==> config.mk <==
export PLATFORM = sky130hd
export DESIGN_NAME = csr_regs
export DESIGN_NICKNAME = d
export VERILOG_FILES = /design/src/hdl/rv_csr_pkg.sv /design/src/hdl/rv_isa_pkg.sv /design/src/hdl/csr_regs.sv
export SDC_FILE = /design/constraint.sdc
export NUM_CORES = 1
export LEC_CHECK = 0
export ABC_CLOCK_PERIOD_IN_PS = 2009
export BUFFER_PORTS_ARGS = -buffer_cell sky130_fd_sc_hd__buf_4
export CAP_MARGIN = 20
export CORE_MARGIN = 4
export CORE_UTILIZATION = 38
export DETAILED_ROUTE_END_ITERATION = 16
export PLACE_DENSITY = 0.73
export SETUP_SLACK_MARGIN = 0.5
export SYNTH_ARGS = -nofsm -noshare
export SYNTH_HDL_FRONTEND = slang
export SYNTH_SLANG_ARGS = --single-unit
export TNS_END_PERCENT = 20
==> constraint.sdc <==
create_clock -name clk -period 2.01 [get_ports clk]
set_input_delay 0.3015 -clock clk [delete_from_list [all_inputs] [get_ports clk]]
set_output_delay 0.3015 -clock clk [all_outputs]
set_load 0.1 [all_outputs]
==> src/hdl/rv_csr_pkg.sv <==
`default_nettype none

package rv_csr_pkg;

  // machine mode CSRs that are implemented
  typedef enum logic [11:0] {
    csr_mstatus = 12'h300,
    csr_mtvec   = 12'h305,
    csr_mepc    = 12'h341,
    csr_mcause  = 12'h342
  } csr_addr_e;

  // exception cause codes
  localparam logic [31:0] cause_ecall_m = 32'd11;

  // reset values
  localparam logic [31:0] mstatus_reset = 32'h0000_1800; // mpp = machine
  localparam logic [31:0] mtvec_reset   = 32'h0000_0100;

endpackage

`default_nettype wire

==> src/hdl/rv_isa_pkg.sv <==
`default_nettype none

package rv_isa_pkg;

  localparam int xlen   = 32;
  localparam int xbytes = xlen / 8; // byte lanes per word

  // data memory geometry
  localparam int mem_words = 256;
  localparam int mem_aw    = 8;

  // system instruction immediates (funct3 == 0)
  localparam logic [11:0] funct12_ecall = 12'h000;
  localparam logic [11:0] funct12_mret  = 12'h302;

  // instruction bits 6:2
  typedef enum logic [4:0] {
    op_load   = 5'b00000,
    op_calri  = 5'b00100,
    op_auipc  = 5'b00101,
    op_store  = 5'b01000,
    op_calrr  = 5'b01100,
    op_lui    = 5'b01101,
    op_branch = 5'b11000,
    op_jalr   = 5'b11001,
    op_jal    = 5'b11011,
    op_sys    = 5'b11100
  } op_class_e;

  typedef enum logic [2:0] {
    alu_add  = 3'd0, // sub with alt
    alu_sll  = 3'd1,
    alu_slt  = 3'd2,
    alu_sltu = 3'd3,
    alu_xor  = 3'd4,
    alu_srl  = 3'd5, // sra with alt
    alu_or   = 3'd6,
    alu_and  = 3'd7
  } alu_fn_e;

  typedef enum logic [2:0] {
    br_beq  = 3'd0,
    br_bne  = 3'd1,
    br_blt  = 3'd4,
    br_bge  = 3'd5,
    br_bltu = 3'd6,
    br_bgeu = 3'd7
  } br_fn_e;

  typedef enum logic [2:0] {
    mem_b  = 3'd0,
    mem_h  = 3'd1,
    mem_w  = 3'd2,
    mem_bu = 3'd4,
    mem_hu = 3'd5
  } mem_fn_e;

endpackage

`default_nettype wire

==> src/hdl/csr_regs.sv <==
`timescale 1ns/10ps
`default_nettype none

module csr_regs
  import rv_isa_pkg::*;
  import rv_csr_pkg::*;
(
  input  logic            clk,
  input  logic            reset,
  input  csr_addr_e       raddr,
  output logic [xlen-1:0] rdata,
  input  logic            wen1,
  input  csr_addr_e       waddr1,
  input  logic [xlen-1:0] wdata1,
  input  logic            wen2,
  input  csr_addr_e       waddr2,
  input  logic [xlen-1:0] wdata2
);

  logic [xlen-1:0] mstatus;
  logic [xlen-1:0] mtvec;
  logic [xlen-1:0] mepc;
  logic [xlen-1:0] mcause;

  always_comb begin
    case (raddr)
      csr_mstatus: rdata = mstatus;
      csr_mtvec:   rdata = mtvec;
      csr_mepc:    rdata = mepc;
      csr_mcause:  rdata = mcause;
      default:     rdata = '0; // unimplemented reads zero
    endcase
  end

  // port 2 is written last so it takes priority
  always_ff @(posedge clk) begin
    if (reset) begin
      mstatus <= mstatus_reset;
      mtvec   <= mtvec_reset;
      mepc    <= '0;
      mcause  <= '0;
    end else begin
      if (wen1) begin
        case (waddr1)
          csr_mstatus: mstatus <= wdata1;
          csr_mtvec:   mtvec   <= wdata1;
          csr_mepc:    mepc    <= wdata1;
          csr_mcause:  mcause  <= wdata1;
          default:     ; // dropped
        endcase
      end
      if (wen2) begin
        case (waddr2)
          csr_mstatus: mstatus <= wdata2;
          csr_mtvec:   mtvec   <= wdata2;
          csr_mepc:    mepc    <= wdata2;
          csr_mcause:  mcause  <= wdata2;
          default:     ;
        endcase
      end
    end
  end

endmodule

`default_nettype wire

### Word level (Yosys, flattened, before mapping)

Cells that the tools add are included.

| cells by class | value |
|---|---|
| equal/unequal tests | 12 |
| multiplexer cells | 17 |

Operators with widths:

| operator | number |
|---|---|
| 32-bit two-way mux | 16 |
| 12-bit by 10-bit equality test with 1-bit output, second input constant | 12 |
| 32-bit case mux with 4 select lines | 1 |

| word-level totals | value |
|---|---|
| output and inout bits | 32 |
| word-level logic and storage cells | 33 |
| input bits | 104 |
| register bits | 128 |

### Logic depth before layout (Yosys ltp)

| logic depth | value |
|---|---|
| depth in word-level cells | 5 |
| mapped depth | 7 |
| mapped depth without buffers | 5 |

### Worst setup path after synthesis

No wires, ideal clock.

| timing path | value |
|---|---|
| kind | input-to-output |
| start point | input port raddr[11] |
| end point | output port rdata[10] |
| path buffers | 2 |
| data arrival time | 3.514 ns |
| stages | 6 |
| data required time | 1.709 ns |
| slack | -1.805 ns |
| path through | nor4bb_1 and3_1 clkbuf_1 clkbuf_1 a22oi_1 o21ai_0 |

| on the way | value |
|---|---|
| word-level cells in the longest chain between the ends | 2 |
| elaborated cells between the ends (all ways) | 5 |
| classes of those cells | eq/ne (4); mux (1) |

Ends and longest elaborated chain:

| element | line | RTL |
|---|---|---|
| start: declaration | csr_regs.sv:10 | `input csr_addr_e raddr,` |
| 12-bit by 10-bit equality test with 1-bit output | csr_regs.sv:26 | `case (raddr)` |
| 32-bit case mux with 4 select lines (*) | csr_regs.sv:26 |  |
| end: declaration | csr_regs.sv:11 | `output logic [xlen-1:0] rdata,` |

Every way passes the cells marked *; elsewhere a longest branch is shown, timed or not.

### Worst setup path after layout

| timing path | value |
|---|---|
| start point | input port raddr[11] |
| end point | output port rdata[8] |

The elaborated chain is that of the path after synthesis.

==> results.sh <==
export IMPL_final_cell_mix="dfxtp_1, buf_4, mux2i_1, nor2_1, a211oi_1"
export IMPL_max_slew_margin=0.662
export IMPL_place_congestion=0.755
export IMPL_wl_um=20800
export IMPL_fin_nets=942
export IMPL_synth_fp_nets=825
export IMPL_grt_start_max_net_pins=98
export IMPL_ios=136
export IMPL_setup_ws_ns=-0.158
export IMPL_syn_area_per_cell_um2=9.06
export IMPL_powerDensity_nw_per_um2=641
export IMPL_routedWlPerCell_um=19.4
export IMPL_fin_crit_sh=1.08
export IMPL_p_leak_nw=3.72
export IMPL_synth_distinct_cells=35
export IMPL_worst_setup_path_start_kind="input port"
export IMPL_maxCapViolCount=0
export IMPL_fp_dieW_um=139
export IMPL_fin_cells=1071
export IMPL_tightest_slew_ns=0.507
export IMPL_crit_type="input port to output pin"
export IMPL_cts_tree="yes"
export IMPL_syn_area_um2=6530
export IMPL_postRouteAntennaNets=0
export IMPL_status="finished with violations"
export IMPL_ir_drop_mv=0.555
export IMPL_grt_use_total=0.205
export IMPL_yosys_register_bits=128
export IMPL_layout_commonest_cell="dfxtp_1"
export IMPL_crit_top_cell="buf_12"
export IMPL_grt_pass1_vias=6153
export IMPL_dieArea_um2=19400
export IMPL_num_rows=47
export IMPL_cts_root_buf="clkbuf_16"
export IMPL_insertion_delay_ns=0.41
export IMPL_synth_top_area_share=0.392
export IMPL_place_inst=1038
export IMPL_cp_max_fo=18
export IMPL_synth_area_leaders="dfxtp_1, mux2i_1, a211oi_1, a22oi_1, nor2_1"
export IMPL_clkTransAtPathRegs_ns=0.05
export IMPL_rsz0062_at_grt="yes"
export IMPL_antenna_cells=0
export IMPL_core_area_um2=16700
export IMPL_antenna_found_initial=0
export IMPL_cp_slowest_cell="nor4bb_4"
export IMPL_power_mw=6.34
export IMPL_critPathRequiredTime_ns=1.71
export IMPL_max_clock_path_buffers=2
export IMPL_vias=6210
export IMPL_hold_ws_ns=0.178
export IMPL_grt_pass1_wl_um=32600
export IMPL_path_buf_inv=4
export IMPL_cts_sinks=128
export IMPL_drc_errors=0
export IMPL_cts_buffers=17
export IMPL_ys_seq_area_frac=0.392
export IMPL_cts_hold_buf=0
export IMPL_violations="negative setup slack"
export IMPL_initial_core_util=0.391
export IMPL_cp_end_kind="output pin"
export IMPL_yosys_warnings=0
export IMPL_hpwl_um=13100
export IMPL_die_h_um=139
export IMPL_path_cells="buf_6, nor4bb_4, nor3b_4, buf_4, buf_12, a22oi_1, o21ai_4, buf_12"
export IMPL_fin_crit_ns=2.17
export IMPL_htree_levels=4
export IMPL_synth_top_area_cell="dfxtp_1"
export IMPL_syn_inst=721
export IMPL_crit_arrival_ns=1.87
export IMPL_min_path_type="input port to flip-flop"
export IMPL_first_pass_iters=5
export IMPL_setup_viol=32
export IMPL_final_hold_viol_count=0
export IMPL_post_cts_buffers=0
export IMPL_gr_total_overflow=0
export IMPL_fin_util=0.592
export IMPL_cpPeakStageDelay_ns=0.31
export IMPL_area_growth_pct=51.4
export IMPL_finalClockSkew_ns=0
export IMPL_vias_per_cell=5.80
export IMPL_fmax_mhz=461
export IMPL_io_buffers=135
export IMPL_slew_viol_final=0
export IMPL_path_delay_family="buffers and inverters"
export IMPL_drt_iter0_drc=375
export IMPL_layout_drive_gt1_share=0.356
[power breakdown]
part,total (mW),internal [mW],switching [mW],leakage [nW]
Combinational,0.381,0.184,0.197,2.36
Sequential,2.54,2.54,0.000467,1.03
Clock,3.42,2.29,1.13,0.320
[synthesized netlist by cell type, drive strengths merged]
| cell type | count |
|---|---|
| nand4 | 2 |
| nor4bb | 2 |
| and4bb | 1 |
| and2 | 1 |
| clkbuf | 55 |
| a211oi | 94 |
| buf | 16 |
| nor3 | 3 |
| or3b | 1 |
| mux2i | 127 |
| nand2 | 2 |
| nor4 | 3 |
| nand3 | 2 |
| a21oi | 31 |
| or3 | 3 |
| and3b | 1 |
| a22oi | 66 |
| nand4b | 3 |
| nor2 | 101 |
| o21ai | 64 |
| or4b | 1 |
| nor4b | 1 |
| inv | 2 |
| o211a | 1 |
| and4 | 1 |
| nand2b | 2 |
| nor3b | 3 |
| nand3b | 3 |
| dfxtp | 128 |
| and3 | 1 |
[registers in the layout, indices dropped and copies added, names as in the netlist]
name     flops
mcause      32
mstatus     32
mtvec       32
mepc        32
[cell families (layout without fill, tap and decap cells)]
group | after synthesis | in the layout | synth area share
muxes | 127 | 127 | 0.195
DFF | 128 | 128 | 0.392
buffers and inverters | 73 | 203 | 0.0511
AOI/OAI and AO/OA | 256 | 256 | 0.260
and+or+nand+nor | 137 | 137 | 0.102
[per-stage QoR]
step / TNS (ns) / area [µm²] / setup slack (ns)
floorplan: -2.11 / 7000 / -0.0704
global placement: -14.16 / 8340 / -0.287
detailed placement: -16.73 / 8340 / -0.324
CTS: -3.62 / 9550 / -0.138
global route: -6.72 / 9890 / -0.232
finish: -4.17 / 9890 / -0.158
[final cells by class]
type / instances / area [µm²]
clock buffers: 22 / 474
clock inverters: 10 / 181
fillers: 1425 / 6810
inverters: 2 / 7.51
multi-input cells: 520 / 4400
flip-flops and latches: 128 / 2560
well taps: 220 / 275
repair buffers: 169 / 1990
[routing by layer]
layer / track usage / vias to the layer above / routed length (µm)
li1: - / 2954 / -
met1: 0.267 / 3007 / 8940
met2: 0.339 / 220 / 10300
met3: 0.0452 / 29 / 1230
met4: 0.0685 / 0 / 327
met5: 0 / - / 0
[what timing repair did]
item	4_1_cts	5_1_grt
setup endpoints to repair	141	160
gates cloned	0	1
pin swaps	104	136
resized for setup	132	63
[worst min-delay path, delay by kind of cell]
kind | cells | cell delay, ns
buffers and inverters | 1 | 0.11
AO/OA/AOI/OAI | 1 | 0.10
AND/OR/NAND/NOR | 1 | 0.05
[final timing paths]
path / slack (ns) / from / end / depth (start not counted)
max: -0.16 / raddr[11] / rdata[8] / 8
max reg2reg: 1.22 / mcause[8]$_SDFF_PP0_ / mcause[8]$_SDFF_PP0_ / 2
min: 0.18 / wdata2[8] / mtvec[8]$_SDFF_PP1_ / 3
min reg2reg: 0.53 / mstatus[10]$_SDFF_PP0_ / mstatus[10]$_SDFF_PP0_ / 2
(Power assumes the default switching activity.)
